$ cat config.mk
export PLATFORM = sky130hd
export DESIGN_NAME = io_top
export DESIGN_NICKNAME = d
export VERILOG_FILES = /design/src/hdl/io_pkg.sv /design/src/hdl/boot_loader.sv /design/src/hdl/dec_digits.sv /design/src/hdl/image_dumper.sv /design/src/hdl/io_top.sv /design/src/hdl/uart_rx.sv /design/src/hdl/uart_tx.sv
export VERILOG_INCLUDE_DIRS = /design/src /design/src/include
export SDC_FILE = /design/constraint.sdc
export NUM_CORES = 1
export LEC_CHECK = 0
export BUFFER_PORTS_ARGS = -buffer_cell sky130_fd_sc_hd__buf_4
export CORE_MARGIN = 4
export CORE_UTILIZATION = 45
export DETAILED_ROUTE_END_ITERATION = 8
export PLACE_DENSITY_LB_ADDON = 0.08
export SLEW_MARGIN = 20
export SYNTH_ARGS = -nofsm -noshare
export SYNTH_HDL_FRONTEND = slang
export SYNTH_SLANG_ARGS = --single-unit
$ cat constraint.sdc
create_clock -name clk -period 3.06 [get_ports clk]
set_input_delay 0.612 -clock clk [delete_from_list [all_inputs] [get_ports clk]]
set_output_delay 0.612 -clock clk [all_outputs]
set_load 0.03 [all_outputs]
$ cat src/include/io_defines.svh
`ifndef IO_DEFINES_SVH
`define IO_DEFINES_SVH

// sent once after reset, host answers with the program
`define IO_BOOT_BYTE   8'h99

// image region in data memory, word address
`define IO_OUT_BASE    32'd16384

`define IO_MAX_COLOR   8'd255

// ascii
`define IO_ASCII_ZERO  8'h30
`define IO_ASCII_SPACE 8'h20
`define IO_ASCII_NL    8'h0a
`define IO_ASCII_P     8'h50

`endif

$ cat src/hdl/io_pkg.sv
`default_nettype none

package io_pkg;

  typedef logic [7:0]  byte_t;   // uart byte or ascii char
  typedef logic [31:0] word_t;   // memory word, program length
  typedef logic [31:0] addr_t;   // byte address
  typedef logic [3:0]  digit_t;  // one decimal digit

  typedef enum logic [1:0] {
    UART_IDLE,
    UART_START,
    UART_DATA,
    UART_STOP
  } uart_state_t;

  typedef enum logic [2:0] {
    L_BOOT,   // boot byte on the wire
    L_LEN,
    L_WORD,
    L_WRITE,
    L_RUN
  } loader_state_t;

  typedef enum logic [2:0] {
    D_IDLE,
    D_STEP,   // pick next char or number
    D_WAIT,
    D_CONV,
    D_DIGIT,
    D_SEND,
    D_ACK,
    D_DONE
  } dumper_state_t;

endpackage

`default_nettype wire

$ cat src/hdl/boot_loader.sv
`timescale 1ns/1ns
`default_nettype none
`include "io_defines.svh"

module boot_loader (
  input  wire                clk,
  input  wire                rstn,
  input  wire                rx_valid,
  input  wire io_pkg::byte_t rx_data,
  input  wire                tx_ack,
  output logic               tx_req,
  output io_pkg::byte_t      tx_data,
  output logic               wr_en_instr,
  output io_pkg::addr_t      addr_in_instr,
  output io_pkg::word_t      data_in_instr,
  output logic               core_start
);

  io_pkg::loader_state_t state;
  io_pkg::word_t shreg;
  io_pkg::word_t asm_next;
  io_pkg::word_t word_cnt;
  io_pkg::word_t word_idx;
  logic [1:0]    byte_idx;

  assign asm_next      = {rx_data, shreg[31:8]}; // little endian
  assign tx_req        = (state == io_pkg::L_BOOT);
  assign tx_data       = `IO_BOOT_BYTE;
  assign wr_en_instr   = (state == io_pkg::L_WRITE);
  assign addr_in_instr = {word_idx[29:0], 2'b00};
  assign data_in_instr = shreg;

  always_ff @(posedge clk) begin
    if (rx_valid && (state == io_pkg::L_LEN || state == io_pkg::L_WORD)) begin
      shreg <= asm_next;
    end
  end

  always_ff @(posedge clk) begin
    if (!rstn) begin
      state      <= io_pkg::L_BOOT;
      byte_idx   <= '0;
      word_cnt   <= '0;
      word_idx   <= '0;
      core_start <= 1'b0;
    end else begin
      case (state)
        io_pkg::L_BOOT: begin
          if (tx_ack) state <= io_pkg::L_LEN;
        end
        io_pkg::L_LEN: begin
          if (rx_valid) begin
            byte_idx <= byte_idx + 1'b1;
            if (byte_idx == 2'd3) begin
              word_cnt <= {2'b00, asm_next[31:2]}; // bytes / 4
              if (asm_next[31:2] == '0) begin
                core_start <= 1'b1; // empty program
                state      <= io_pkg::L_RUN;
              end else begin
                state <= io_pkg::L_WORD;
              end
            end
          end
        end
        io_pkg::L_WORD: begin
          if (rx_valid) begin
            byte_idx <= byte_idx + 1'b1;
            if (byte_idx == 2'd3) state <= io_pkg::L_WRITE;
          end
        end
        io_pkg::L_WRITE: begin
          word_idx <= word_idx + 32'd1;
          if (word_idx + 32'd1 == word_cnt) begin
            core_start <= 1'b1;
            state      <= io_pkg::L_RUN;
          end else begin
            state <= io_pkg::L_WORD;
          end
        end
        default: ; // core runs, loader is done
      endcase
    end
  end

  a_no_late_write: assert property (@(posedge clk) disable iff (!rstn)
    core_start |=> core_start && !wr_en_instr);

endmodule

`default_nettype wire

$ cat src/hdl/dec_digits.sv
`timescale 1ns/1ns
`default_nettype none

module dec_digits (
  input  wire                clk,
  input  wire                rstn,
  input  wire                conv_valid,
  input  wire io_pkg::byte_t conv_value,
  output logic               digits_valid,
  output io_pkg::digit_t     hundreds,
  output io_pkg::digit_t     tens,
  output io_pkg::digit_t     ones
);

  logic           valid_s1;
  io_pkg::digit_t hund_s1;
  io_pkg::byte_t  rem_s1;
  io_pkg::digit_t tens_c;
  io_pkg::byte_t  ones_c;

  always_ff @(posedge clk) begin
    if (!rstn) begin
      valid_s1     <= 1'b0;
      digits_valid <= 1'b0;
    end else begin
      valid_s1     <= conv_valid;
      digits_valid <= valid_s1;
    end
  end

  // stage one, hundreds
  always_ff @(posedge clk) begin
    if (conv_value >= 8'd200) begin
      hund_s1 <= 4'd2;
      rem_s1  <= conv_value - 8'd200;
    end else if (conv_value >= 8'd100) begin
      hund_s1 <= 4'd1;
      rem_s1  <= conv_value - 8'd100;
    end else begin
      hund_s1 <= 4'd0;
      rem_s1  <= conv_value;
    end
  end

  // remainder is below 100 here
  always_comb begin
    tens_c = '0;
    for (int i = 1; i < 10; i++) begin
      if (rem_s1 >= 8'(10 * i)) tens_c = 4'(i);
    end
    ones_c = rem_s1 - 8'd10 * {4'd0, tens_c};
  end

  always_ff @(posedge clk) begin
    hundreds <= hund_s1;
    tens     <= tens_c;
    ones     <= ones_c[3:0];
  end

endmodule

`default_nettype wire

$ cat src/hdl/image_dumper.sv
`timescale 1ns/1ns
`default_nettype none
`include "io_defines.svh"

module image_dumper #(
  parameter int img_side = 128
) (
  input  wire                clk,
  input  wire                rstn,
  input  wire                core_end,
  input  wire                tx_ack,
  output logic               tx_req,
  output io_pkg::byte_t      tx_data,
  output logic               memread_io,
  output io_pkg::addr_t      addr_io,
  input  wire                data_ready_io,
  input  wire io_pkg::word_t data_from_memory_io
);

  localparam io_pkg::word_t n_words = 3 * img_side * img_side;
  // steps 0..8 are the header, then read and separator per word
  localparam logic [3:0] step_read = 4'd9;
  localparam logic [3:0] step_sep  = 4'd10;

  io_pkg::dumper_state_t state;
  logic [3:0]     step;
  logic [1:0]     comp;
  logic [1:0]     dig_idx;
  logic           strip;
  logic           skip;
  logic           is_num;
  io_pkg::word_t  word_idx;
  io_pkg::word_t  word_addr;
  io_pkg::byte_t  lit;
  io_pkg::byte_t  conv_value;
  logic           conv_valid;
  logic           digits_valid;
  io_pkg::digit_t hundreds;
  io_pkg::digit_t tens;
  io_pkg::digit_t ones;
  io_pkg::digit_t dig [3];

  dec_digits conv_i (
    .clk          (clk),
    .rstn         (rstn),
    .conv_valid   (conv_valid),
    .conv_value   (conv_value),
    .digits_valid (digits_valid),
    .hundreds     (hundreds),
    .tens         (tens),
    .ones         (ones)
  );

  assign word_addr = `IO_OUT_BASE + word_idx;
  assign addr_io   = {word_addr[29:0], 2'b00};
  assign is_num    = (step == 4'd3) || (step == 4'd5) || (step == 4'd7) || (step == step_read);

  always_comb begin
    case (step)
      4'd0:     lit = `IO_ASCII_P;
      4'd1:     lit = `IO_ASCII_ZERO + 8'd3;
      4'd4:     lit = `IO_ASCII_SPACE;
      step_sep: lit = (comp == 2'd2) ? `IO_ASCII_NL : `IO_ASCII_SPACE;
      default:  lit = `IO_ASCII_NL; // end of header lines
    endcase
  end

  // header numbers lose their leading zeros, the ones digit always goes out
  always_comb begin
    case (dig_idx)
      2'd0:    skip = strip && (dig[0] == 4'd0);
      2'd1:    skip = strip && (dig[0] == 4'd0) && (dig[1] == 4'd0);
      default: skip = 1'b0;
    endcase
  end

  always_ff @(posedge clk) begin
    if (!rstn) begin
      state      <= io_pkg::D_IDLE;
      step       <= '0;
      comp       <= '0;
      dig_idx    <= '0;
      strip      <= 1'b0;
      word_idx   <= '0;
      tx_req     <= 1'b0;
      memread_io <= 1'b0;
      conv_valid <= 1'b0;
    end else begin
      memread_io <= 1'b0;
      conv_valid <= 1'b0;
      case (state)
        io_pkg::D_IDLE: begin
          if (core_end) state <= io_pkg::D_STEP;
        end
        io_pkg::D_STEP: begin
          if (step == step_read) begin
            memread_io <= 1'b1;
            strip      <= 1'b0;
            state      <= io_pkg::D_WAIT;
          end else if (is_num) begin
            conv_value <= (step == 4'd7) ? `IO_MAX_COLOR : io_pkg::byte_t'(img_side);
            conv_valid <= 1'b1;
            strip      <= 1'b1;
            state      <= io_pkg::D_CONV;
          end else begin
            tx_data <= lit;
            tx_req  <= 1'b1;
            state   <= io_pkg::D_SEND;
          end
        end
        io_pkg::D_WAIT: begin
          if (data_ready_io) begin
            conv_value <= data_from_memory_io[7:0];
            conv_valid <= 1'b1;
            word_idx   <= word_idx + 32'd1;
            state      <= io_pkg::D_CONV;
          end
        end
        io_pkg::D_CONV: begin
          if (digits_valid) begin
            dig[0]  <= hundreds;
            dig[1]  <= tens;
            dig[2]  <= ones;
            dig_idx <= '0;
            state   <= io_pkg::D_DIGIT;
          end
        end
        io_pkg::D_DIGIT: begin
          if (skip) begin
            dig_idx <= dig_idx + 1'b1;
          end else begin
            tx_data <= `IO_ASCII_ZERO + {4'd0, dig[dig_idx]};
            tx_req  <= 1'b1;
            state   <= io_pkg::D_SEND;
          end
        end
        io_pkg::D_SEND: begin
          if (tx_ack) begin
            tx_req <= 1'b0;
            state  <= io_pkg::D_ACK;
          end
        end
        io_pkg::D_ACK: begin
          if (!tx_ack) begin
            if (is_num && dig_idx != 2'd2) begin
              dig_idx <= dig_idx + 1'b1;
              state   <= io_pkg::D_DIGIT;
            end else if (step == step_sep) begin
              comp <= (comp == 2'd2) ? 2'd0 : comp + 1'b1;
              if (word_idx == n_words) begin
                state <= io_pkg::D_DONE;
              end else begin
                step  <= step_read;
                state <= io_pkg::D_STEP;
              end
            end else begin
              step  <= step + 1'b1;
              state <= io_pkg::D_STEP;
            end
          end
        end
        default: ; // image sent
      endcase
    end
  end

endmodule

`default_nettype wire

$ cat src/hdl/io_top.sv
`timescale 1ns/1ns
`default_nettype none

module io_top #(
  parameter int clk_per_half_bit = 100,
  parameter int img_side         = 128
) (
  input  wire                clk,
  input  wire                rstn,
  input  wire                rxd,
  output logic               txd,
  input  wire                core_end,
  input  wire                data_ready_io,
  input  wire io_pkg::word_t data_from_memory_io,
  output logic               wr_en_instr,
  output io_pkg::addr_t      addr_in_instr,
  output io_pkg::word_t      data_in_instr,
  output io_pkg::addr_t      addr_io,
  output logic               memread_io,
  output logic               core_start
);

  io_pkg::byte_t rx_data;
  logic          rx_valid;
  logic          ld_req;
  io_pkg::byte_t ld_data;
  logic          dp_req;
  io_pkg::byte_t dp_data;
  logic          tx_req;
  io_pkg::byte_t tx_data;
  logic          tx_ack;

  // loader owns the line until the core starts
  assign tx_req  = ld_req | dp_req;
  assign tx_data = core_start ? dp_data : ld_data;

  uart_rx #(.clk_per_half_bit(clk_per_half_bit)) rx_i (
    .clk      (clk),
    .rstn     (rstn),
    .rxd      (rxd),
    .rx_data  (rx_data),
    .rx_valid (rx_valid)
  );

  uart_tx #(.clk_per_half_bit(clk_per_half_bit)) tx_i (
    .clk     (clk),
    .rstn    (rstn),
    .tx_req  (tx_req),
    .tx_data (tx_data),
    .tx_ack  (tx_ack),
    .txd     (txd)
  );

  boot_loader loader_i (
    .clk           (clk),
    .rstn          (rstn),
    .rx_valid      (rx_valid),
    .rx_data       (rx_data),
    .tx_ack        (tx_ack),
    .tx_req        (ld_req),
    .tx_data       (ld_data),
    .wr_en_instr   (wr_en_instr),
    .addr_in_instr (addr_in_instr),
    .data_in_instr (data_in_instr),
    .core_start    (core_start)
  );

  image_dumper #(.img_side(img_side)) dumper_i (
    .clk                 (clk),
    .rstn                (rstn),
    .core_end            (core_end),
    .tx_ack              (tx_ack),
    .tx_req              (dp_req),
    .tx_data             (dp_data),
    .memread_io          (memread_io),
    .addr_io             (addr_io),
    .data_ready_io       (data_ready_io),
    .data_from_memory_io (data_from_memory_io)
  );

  a_one_requester: assert property (@(posedge clk) disable iff (!rstn)
    !(ld_req && dp_req) && (!dp_req || core_start));

endmodule

`default_nettype wire

$ cat src/hdl/uart_rx.sv
`timescale 1ns/1ns
`default_nettype none

module uart_rx #(
  parameter int clk_per_half_bit = 100
) (
  input  wire           clk,
  input  wire           rstn,
  input  wire           rxd,
  output io_pkg::byte_t rx_data,
  output logic          rx_valid
);

  localparam int bit_cycles = 2 * clk_per_half_bit;
  localparam int cnt_w = $clog2(bit_cycles + 1);

  io_pkg::uart_state_t state;
  logic [2:0]       rx_sync;
  logic [cnt_w-1:0] cnt;
  logic [2:0]       bit_idx;
  io_pkg::byte_t    shreg;
  logic             rx_bit;
  logic             rx_fall;

  assign rx_bit  = rx_sync[1];
  assign rx_fall = rx_sync[2] & ~rx_sync[1]; // only an edge starts a frame
  assign rx_data = shreg;

  always_ff @(posedge clk) begin
    if (!rstn) begin
      state    <= io_pkg::UART_IDLE;
      rx_sync  <= 3'b111;
      cnt      <= '0;
      bit_idx  <= '0;
      rx_valid <= 1'b0;
    end else begin
      rx_sync  <= {rx_sync[1:0], rxd};
      rx_valid <= 1'b0;
      case (state)
        io_pkg::UART_IDLE: begin
          cnt <= '0;
          if (rx_fall) state <= io_pkg::UART_START;
        end
        io_pkg::UART_START: begin
          if (cnt == cnt_w'(clk_per_half_bit - 1)) begin
            cnt     <= '0;
            bit_idx <= '0;
            state   <= rx_bit ? io_pkg::UART_IDLE : io_pkg::UART_DATA; // glitch check
          end else begin
            cnt <= cnt + 1'b1;
          end
        end
        io_pkg::UART_DATA: begin
          if (cnt == cnt_w'(bit_cycles - 1)) begin
            cnt     <= '0;
            shreg   <= {rx_bit, shreg[7:1]}; // lsb first
            bit_idx <= bit_idx + 1'b1;
            if (bit_idx == 3'd7) state <= io_pkg::UART_STOP;
          end else begin
            cnt <= cnt + 1'b1;
          end
        end
        default: begin
          if (cnt == cnt_w'(bit_cycles - 1)) begin
            rx_valid <= rx_bit; // bad stop bit drops the byte
            state    <= io_pkg::UART_IDLE;
          end else begin
            cnt <= cnt + 1'b1;
          end
        end
      endcase
    end
  end

  a_rx_pulse: assert property (@(posedge clk) disable iff (!rstn) rx_valid |=> !rx_valid);

endmodule

`default_nettype wire

$ cat src/hdl/uart_tx.sv
`timescale 1ns/1ns
`default_nettype none

module uart_tx #(
  parameter int clk_per_half_bit = 100
) (
  input  wire                clk,
  input  wire                rstn,
  input  wire                tx_req,
  input  wire io_pkg::byte_t tx_data,
  output logic               tx_ack,
  output logic               txd
);

  localparam int bit_cycles = 2 * clk_per_half_bit;
  localparam int cnt_w = $clog2(bit_cycles + 1);

  io_pkg::uart_state_t state;
  logic [cnt_w-1:0] cnt;
  logic [2:0]       bit_idx;
  io_pkg::byte_t    shreg;
  logic             bit_end;

  assign bit_end = (cnt == cnt_w'(bit_cycles - 1));

  always_ff @(posedge clk) begin
    if (!rstn) begin
      state   <= io_pkg::UART_IDLE;
      cnt     <= '0;
      bit_idx <= '0;
      tx_ack  <= 1'b0;
      txd     <= 1'b1;
    end else begin
      cnt <= bit_end ? '0 : cnt + 1'b1;
      case (state)
        io_pkg::UART_IDLE: begin
          cnt <= '0;
          if (tx_ack && !tx_req) tx_ack <= 1'b0; // closes the handshake
          if (tx_req && !tx_ack) begin
            shreg <= tx_data;
            txd   <= 1'b0;
            state <= io_pkg::UART_START;
          end
        end
        io_pkg::UART_START: begin
          if (bit_end) begin
            txd     <= shreg[0];
            shreg   <= shreg >> 1;
            bit_idx <= '0;
            state   <= io_pkg::UART_DATA;
          end
        end
        io_pkg::UART_DATA: begin
          if (bit_end) begin
            bit_idx <= bit_idx + 1'b1;
            if (bit_idx == 3'd7) begin
              txd   <= 1'b1;
              state <= io_pkg::UART_STOP;
            end else begin
              txd   <= shreg[0];
              shreg <= shreg >> 1;
            end
          end
        end
        default: begin
          if (bit_end) begin
            tx_ack <= 1'b1; // stop bit done
            state  <= io_pkg::UART_IDLE;
          end
        end
      endcase
    end
  end

  a_data_stable: assert property (@(posedge clk) disable iff (!rstn)
    tx_req && !tx_ack |=> !tx_req || $stable(tx_data));

endmodule

`default_nettype wire

## Word-level counts from Yosys, hierarchy flattened

Memory sizes are Yosys's and may differ from the RTL's. A register that Yosys moved wholly into a read port is not among the register bits.
Index checks and enable logic that the tools add are counted.

- Add/subtract/negate cells: 15
- Equal/unequal tests: 61
- Multiplexer cells: 112
- $lt $le $gt $ge: 11
- Reduce and logical (&&, ||, !) cells: 60
- $mul: 1
- Bitwise logic cells: 8

Operators with widths:

| kind | number |
|---|---|
| $mux 8 | 16 |
| $mux 3 | 22 |
| $add 32x1->32 const B | 2 |
| $pmux 8 s3 | 2 |
| $mux 4 | 10 |
| $mux 2 | 18 |
| $reduce_and 5->1 | 7 |
| $eq 32x16->1 const B | 1 |
| $eq 32x30->1 | 1 |
| $ge 8x7->1 const B | 4 |
| $ne 2x2->1 const B | 16 |
| $pmux 8 s2 | 2 |
| $pmux 8 s4 | 1 |
| $add 15x30->30 const A | 1 |
| $logic_not 30->1 | 1 |
| $ne 2x1->1 const B | 14 |
| $mux 1 | 26 |
| $ge 8x6->1 const B | 3 |
| $pmux 3 s7 | 1 |
| $pmux 2 s3 | 3 |
| $add 8x1->8 const B | 2 |
| $eq 8x8->1 const B | 2 |
| $ge 8x5->1 const B | 2 |
| $eq 3x3->1 const B | 5 |
| other kinds (47) | 106 |

- Input bits: 37
- Memory bits (writable): 12
- Flip-flop bits (word level): 237
- Logic and storage cells: 305
- Memories kept: 1

Memories:

| name | depth | bits a word | rd ports | clocked after Yosys merged registers in | write ports | line | RTL |
|---|---|---|---|---|---|---|---|
| dumper_i.dig | 3 | 4 | 3 | 1 | 3 | image_dumper.sv:41 | `io_pkg::digit_t dig [3];` |

## Longest topological paths before layout

Gate-level depths: netlist (run 1).

- Depth after elaboration: 12
- Mapped depth: 11
- Gate-level depth less buffers: 10

## Hierarchy

Synthesis (run 1) repeated with hierarchy kept, for this count alone.

- Cells, all modules: 1353
- Area total of the unflattened synthesis: 12589.6 um^2

By module, submodules not included:

| module | area each (um^2) | times used | cells each |
|---|---|---|---|
| boot_loader | 5074.9 | 1 | 575 |
| image_dumper | 4008.8 | 1 | 444 |
| uart_rx | 1181.1 | 1 | 109 |
| uart_tx | 1129.8 | 1 | 107 |
| dec_digits | 1057.3 | 1 | 108 |
| io_top | 137.6 | 1 | 10 |

## Least setup slack after synthesis (run 1)

OpenSTA, ideal clock, no wires.

- Path type: register to output
- From: register dumper_i.word_idx[16]
- To: output port addr_io[31]
- Buffers on the path: 1
- Required time: 2.448 ns
- Path slack: 0.422 ns
- Arrival: 2.026 ns
- Stages on the path, launching flop included: 9
- Cells stage by stage: dfxtp_1 > and3_1 > nand3_1 > nor2_1 > and3_1 > clkbuf_1 > nand2_1 > nor2_1 > xor2_1

- Cells in the longest elaborated chain, start to end: 1

RTL lines:

| element | line | RTL |
|---|---|---|
| start: declaration | image_dumper.sv:32 | `io_pkg::word_t word_idx;` |
| start signal: assignment | image_dumper.sv:115 | `word_idx <= word_idx + 32'd1;` |
| $add 15x30->30 (no line) | - |  |
| end: declaration | io_top.sv:18 | `output io_pkg::addr_t addr_io,` |

No other way between the ends.

## Final worst setup path (run 1)

- From: register dumper_i.word_idx[14]
- To: output port addr_io[30]

Same word-level chain as after synthesis.

==> results of run 1 <==
-- synthesized netlist by cell type (all sizes together), types with 3 or more instances --
master / n / area, µm²
and4: 12 / 106
dfxtp: 171 / 3420
nand3: 51 / 268
or4: 3 / 22.5
a2111oi: 3 / 51.3
a21oi: 81 / 405
nor3: 23 / 115
nand2b: 12 / 75.1
a31o: 8 / 70.1
or3: 17 / 111
o21a: 3 / 22.5
nand3b: 4 / 30.0
mux2i: 9 / 90.1
buf: 58 / 417
inv: 36 / 135
o21ai: 35 / 175
o22a: 3 / 26.3
and3: 18 / 115
a21o: 3 / 22.5
xor2: 71 / 622
a211o: 4 / 36.3
a22o: 6 / 52.6
nand4: 33 / 221
a311oi: 3 / 26.3
o31ai: 3 / 22.5
xnor2: 61 / 534
nand2: 159 / 597
edfxtp: 73 / 2190
nor4: 19 / 125
nor2: 140 / 526
and2: 12 / 75.1
a211oi: 5 / 37.5
a31oi: 7 / 43.8
ha: 28 / 350
clkbuf: 55 / 225
nor2b: 8 / 50.1
-- worst max-delay path, stage by stage (launching register included) --
cell and delay, ns:
dfxtp_1 0.37, ha_2 0.24, nand3_1 0.17, nor2_2 0.18
and3_4 0.26, nand4_1 0.16, xnor2_1 0.24, buf_4 0.19
-- final timing paths --
| check | to | cells after the start | slack (ns) | startpoint |
|---|---|---|---|---|
| worst max-delay path | addr_io[30] | 7 | 0.11 | dumper_i.word_idx[14] |
| worst min-delay path | rx_i.rx_sync[0] | 2 | 0.27 | rxd |
| worst max register to register | loader_i.state[2] | 8 | 0.37 | loader_i.word_idx[6] |
| worst min register to register | dumper_i.conv_i.hundreds[1] | 0 | 0.32 | dumper_i.conv_i.hund_s1[1] |
-- timing repair --
action | 4_1_cts | 5_1_grt
gates cloned | 0 | 0
resized for setup | 4 | 3
endpoints found under the setup margin | 5 | 4
setup buffers | 0 | 1
pin swaps | 0 | 3
-- power by group through the flow --
stage / sequential [mW] / combinational (mW) / clock (mW)
3_5_place_dp: 3.64 / 0.838 / 0
4_1_cts: 3.57 / 0.841 / 3.52
6_report: 3.57 / 0.836 / 3.40
5_1_grt: 3.58 / 0.941 / 3.65
3_3_place_gp: 3.63 / 0.832 / 0
2_1_floorplan: 3.63 / 0.635 / 0
-- placed cells by master (no fill, tap or decap), types with 27 or more instances in the layout --
master / instances
inv_1: 36
xnor2_1: 60
nand3_1: 50
edfxtp_1: 73
nand4_1: 32
ha_1: 27
dfxtp_1: 170
a21oi_1: 81
o21ai_0: 32
xor2_1: 71
buf_4: 134
clkbuf_16: 29
nor2_1: 138
nand2_1: 159
-- stage by stage --
step                      area, µm²  TNS [ns]  total power [mW]  worst slack (ns)   util
after floorplan               11800         0              4.27             0.422      -
after global placement        12600         0              4.46             0.425  0.486
after detailed placement      12600         0              4.47             0.375  0.486
after CTS                     13600         0              7.92           0.00192  0.523
after global routing          13600    -0.153              8.17           -0.0575  0.524
final                         13600         0              7.81             0.114  0.524
-- registers in the layout, summed over array words and instances, names as in the netlist, 3 cells and up, named ones only --
register / flops
dumper_i.conv_i.ones: 4
dumper_i.conv_i.rem_s1: 8
dumper_i.conv_i.tens: 4
dumper_i.conv_value: 8
dumper_i.dig: 10
dumper_i.state: 3
dumper_i.step: 4
dumper_i.tx_data: 7
dumper_i.word_idx: 32
loader_i.data_in_instr: 32
loader_i.state: 3
loader_i.word_cnt: 30
loader_i.word_idx: 32
rx_i.bit_idx: 3
rx_i.cnt: 8
rx_i.rx_data: 8
rx_i.rx_sync: 3
tx_i.bit_idx: 3
tx_i.cnt: 8
tx_i.shreg: 8
-- routing by layer --
| metal | vias to the layer above | wire length (µm) |
|---|---|---|
| li1 | 4499 | - |
| met1 | 4183 | 12100 |
| met2 | 173 | 12400 |
| met3 | 44 | 1210 |
| met4 | 0 | 548 |
| met5 | - | 0 |
-- logic make-up after synthesis --
| group | synth area share |
|---|---|
| buf+inv | 0.0670 |
| mux | 0.00859 |
| xor+xnor | 0.0979 |
| flops | 0.476 |
| other cells | 0.000318 |
| compound gates | 0.0993 |
| simple gates | 0.219 |
| fa+ha+maj | 0.0322 |
-- cell type report --
type	instances	area, µm²	share of cell area
tap	335	419	0.0309
multi-input combinational	887	5430	0.400
timing repair buffer	135	1030	0.0755
inverter	37	141	0.0104
sequential	244	5620	0.414
clock inverter	18	196	0.0145
clock buffer	34	754	0.0555
==> metrics.yaml, run 1 <==
run_status:
  result_of_the_run: "finished, final reports clean"
global_routing:
  number_of_global_route_vias_before_repair: 8493
  use_met1: 0.242
  grt_use_total: 0.178
  met3_usage: 0.0274
  grt_remaining_overflow: 0
  grt_max_degree: 106
  grt_pass1_wl_mm: 43.0
  grtUsageMet2: 0.297
  number_of_antenna_violations_at_the_first_check_in_global_routing: 0
  top_usage_layer: "met2"
cts:
  hold_buffers: 0
  htree_num_levels: 1
  cts-buffers-inserted: 28
  cts.reportedPaths.clkPinSlew_ns: 0.06
  cts-root-to-sink-buffers: 3
  cts.sinks: 244
  root_cell_of_the_clock_tree: "clkbuf_16"
  clk-insertion-delay-late_ns: 0.54
  cts_tree: "built"
sta:
  final.hold.worst_slack_ns: 0.267
  setup_viol: 0
  period_share: 0.963
  fmaxAchievable_ghz: 0.339
  post-route-min-period_ns: 2.95
  hold_viol_final: 0
  worst_pin_slew_ns: 1.01
  post_route_clock_skew_ns: 0.00960
  slew_violations: 0
  rsz0062_at_grt: "true"
  max_slew_margin: 0.327
floorplanning:
  starting_density_of_the_core: 0.456
  floorplan.rows: 59
  chipWidth_um: 170
  pin_count: 137
  core_area_mm2: 0.0259
  fp.dieH_um: 170
  die_area_mm2: 0.0289
detailed_routing:
  route.detailed.wl_per_inst_um: 15.5
  detail_route.vias_per_cell: 5.27
  drc_errors: 0
  initialDrtViolationCount: 625
  final_antenna_net_count: 0
  route.final.wire_length_mm: 26.2
  first_pass_iters: 4
  total_number_of_vias: 8899
critical_path:
  critPathKind: "reg2out"
  sort_of_element_at_the_end_of_the_critical_path: "output pin"
  worstPathArrival_ns: 2.33
  worst-path-max-fanout: 7
  crit_path_start_kind: "flip-flop"
  critical_path_required_ns: 2.45
power:
  cellInternalPower_mw: 5.90
  vdd.ir_drop.worst_uv: 447
  swShare: 0.245
  p_comb_frac: 0.107
  seq_power_share: 0.457
  power.switching_mw: 1.91
  p_per_area_mw_per_mm2: 575
  total_leakage_power_nw: 5.20
  clock_power_share: 0.436
placement:
  buffers_on_ports: 108
  globalplace.congestion: 0.868
  dpl.cell_count: 1637
  place.detailed.hpwl_mm: 18.4
finish:
  area_growth_syn_to_layout_pct: 15.1
  finish.net_count: 1399
  filler_cell_count: 2450
  antennaDiodeCount: 0
  drive_gt1_frac: 0.156
  instances_no_fill: 1690
logic_synthesis:
  synth.yosys.warnings: 0
  synth_ff_type: "dfxtp_1"
  syn_inst: 1279
  synth_async_sr_flop_share: 0
  yosysSeqAreaShare: 0.476
  netlist_area_pre_place_mm2: 0.0118
  yosys.cell_types.count: 87
  synth_seq_cells: 244
  edff_count_synth: 73
  synth.avg_cell_area_um2: 9.23
run:
  maxCapViolCount: 0
min_path:
  timing.hold.worst.class: "in2reg"
Power figures use the tool's default switching activity.
==> run 2, diff against run 1 <==
--- a/config.mk
+++ b/config.mk
@@ -10,7 +10,7 @@
 export CORE_MARGIN = 4
 export CORE_UTILIZATION = 45
 export DETAILED_ROUTE_END_ITERATION = 8
-export PLACE_DENSITY_LB_ADDON = 0.08
+export PLACE_DENSITY_LB_ADDON = 0.12
 export SLEW_MARGIN = 20
 export SYNTH_ARGS = -nofsm -noshare
 export SYNTH_HDL_FRONTEND = slang
==> constraint.sdc (replaced) <==
create_clock -name clk -period 2.8 [get_ports clk]
set_input_delay 0.56 -clock clk [delete_from_list [all_inputs] [get_ports clk]]
set_output_delay 0.56 -clock clk [all_outputs]
set_load 0.03 [all_outputs]
==> run 2 against run 1 <==
Sequential share of layout area down 0.89 points. Clock power up 16%. Global-route usage up 0.077 points. Sequential cell count unchanged. Core utilization up 1.3 points. Clock-buffer cell count down 5. Total power up 12%. Clock skew up 0.014 ns. Die area unchanged. First-iteration DRC count down 22%. Routed wire length up 0.59%. Sequential power up 9.2%. Critical endpoint is now addr_io[31].
==> metrics.yaml, run 2 (synthesis results as in run 1) <==
finish:
  final_common_cell: "dfxtp_1"
  multi_input_area_mm2: 0.00547
  finish.net_count: 1428
  most-common-layout-cells: "164 x dfxtp_1, 163 x buf_4, 159 x nand2_1, 137 x nor2_1, 81 x a21oi_1"
  filler_cell_count: 2395
  antennaDiodeCount: 0
  instances_no_fill: 1718
  drive_gt1_frac: 0.185
  area_growth_syn_to_layout_pct: 17.8
  seq_area_mm2: 0.00563
cts:
  cts-buffers-inserted: 27
  cts.sinks: 244
  cts-root-to-sink-buffers: 3
  hold_buffers: 0
  root_cell_of_the_clock_tree: "clkbuf_16"
  cts.reportedPaths.clkPinSlew_ns: 0.06
  cts_tree: "built"
  htree_num_levels: 1
  clk-insertion-delay-late_ns: 0.54
placement:
  buffers_on_ports: 108
  dpl.cell_count: 1660
  globalplace.congestion: 0.883
  place.detailed.hpwl_mm: 18.8
  preCtsSetupSlack_ns: 0.209
global_routing:
  grt_remaining_overflow: 0
  grt_use_total: 0.178
  grt_pass1_wl_mm: 43.4
  grt_max_degree: 41
  number_of_antenna_violations_at_the_first_check_in_global_routing: 0
  number_of_global_route_vias_before_repair: 8762
detailed_routing:
  drc_errors: 0
  route.final.wire_length_mm: 26.4
  detail_route.vias_per_cell: 5.25
  initialDrtViolationCount: 487
  total_number_of_vias: 9015
  final_antenna_net_count: 0
  route.detailed.wl_per_inst_um: 15.4
  first_pass_iters: 5
sta:
  final.hold.worst_slack_ns: 0.223
  rsz0062_at_grt: "true"
  setup_viol: 0
  slew_violations: 0
  fmaxAchievable_ghz: 0.369
  post-route-min-period_ns: 2.71
  hold_viol_final: 0
  finalSetupTns_ns: 0
  worst_pin_slew_ns: 0.621
  post_route_clock_skew_ns: 0.0234
  max_slew_margin: 0.585
  period_share: 0.967
  postLayoutSetupSlackWorst_ns: 0.0936
critical_path:
  cell_by_cell_trace_of_the_critical_path: "and3_4, nand3_4, nor2_4, and3_4, nand2_1, nor2_2, xor2_1, buf_4"
  critPathKind: "reg2out"
  top_family_by_delay_on_critical_path: "simple AND/OR/NAND/NOR gates"
  sort_of_element_at_the_end_of_the_critical_path: "output pin"
  worst_path_max_delay_cell: "dfxtp_4"
  slowest_delay_ns: 0.37
  worst-path-max-fanout: 4
  critical_path_required_ns: 2.24
  crit_path_start_kind: "flip-flop"
  crit_buf_inv: 1
  worstPathArrival_ns: 2.15
  critical_path.most_common_cell: "and3_4"
floorplanning:
  die_area_mm2: 0.0289
  pin_count: 137
  core_area_mm2: 0.0259
  floorplan.rows: 59
  starting_density_of_the_core: 0.456
  fp.dieH_um: 170
  chipWidth_um: 170
run_status:
  result_of_the_run: "finished, final reports clean"
power:
  p_per_area_mw_per_mm2: 629
  vdd.ir_drop.worst_uv: 544
  total_leakage_power_nw: 5.35
run:
  maxCapViolCount: 0
min_path:
  timing.hold.worst.class: "in2reg"
-- run 2: cell count changes in the layout (fill, tap and decap cells not counted), moves of 3 or more --
cell and delta:
dfxtp_2 +5, clkinv_2 -5, bufinv_16 +3, dfxtp_1 -6, buf_4 +29
-- run 2: layer usage --
layer | GRT usage | up-vias | share of wire
li1 | - | 4553 | -
met1 | 0.236 | 4260 | 0.45
met2 | 0.307 | 172 | 0.48
met3 | 0.0311 | 30 | 0.050
met4 | 0.0413 | 0 | 0.017
met5 | 0 | - | 0
-- run 2: metrics by stage --
stage	cell area, µm²	total power [mW]	utilization
final	13900	8.75	0.537
after floorplan	11800	4.66	-
after global routing	13900	9.13	0.537
after global placement	12800	4.87	0.493
after CTS	13800	8.85	0.533
after detailed placement	12800	4.89	0.493
-- run 2: worst register-to-register path, delay by kind of cell (launching register included) --
kind	cells	cell delay [ns]
AND/OR/NAND/NOR	4	1.19
AO/OA/AOI/OAI	3	0.39
flip-flops	1	0.31
adder cells (fa/ha/maj)	1	0.24
multiplexers	1	0.20
buffers and inverters	1	0.17
-- run 2: power by group --
group	total [mW]	internal, mW	switching, mW
Combinational	0.914	0.344	0.569
Sequential	3.90	3.82	0.0801
Clock	3.94	2.45	1.49
-- run 2: final timing paths --
path / from / endpoint / slack [ns] / depth (start not counted)
max: dumper_i.word_idx[16] / addr_io[31] / 0.09 / 8
min: rxd / rx_i.rx_sync[0] / 0.22 / 2
max reg2reg: loader_i.word_idx[0] / loader_i.state[1] / 0.19 / 10
min reg2reg: dumper_i.conv_i.hund_s1[0] / dumper_i.conv_i.hundreds[0] / 0.33 / 0
-- run 2: cell type report --
type | instances | share of cell area
Timing Repair Buffer | 165 | 0.0896
Sequential cell | 244 | 0.405
Inverter | 37 | 0.0103
Tap cell | 335 | 0.0301
Multi-Input combinational cell | 887 | 0.393
Clock buffer | 29 | 0.0491
Clock inverter | 21 | 0.0229
-- run 2: repair_timing --
action,in CTS,in global routing
setup endpoints to repair,7,6
pin swaps,3,5
setup buffers,2,6
gates resized for setup,9,16
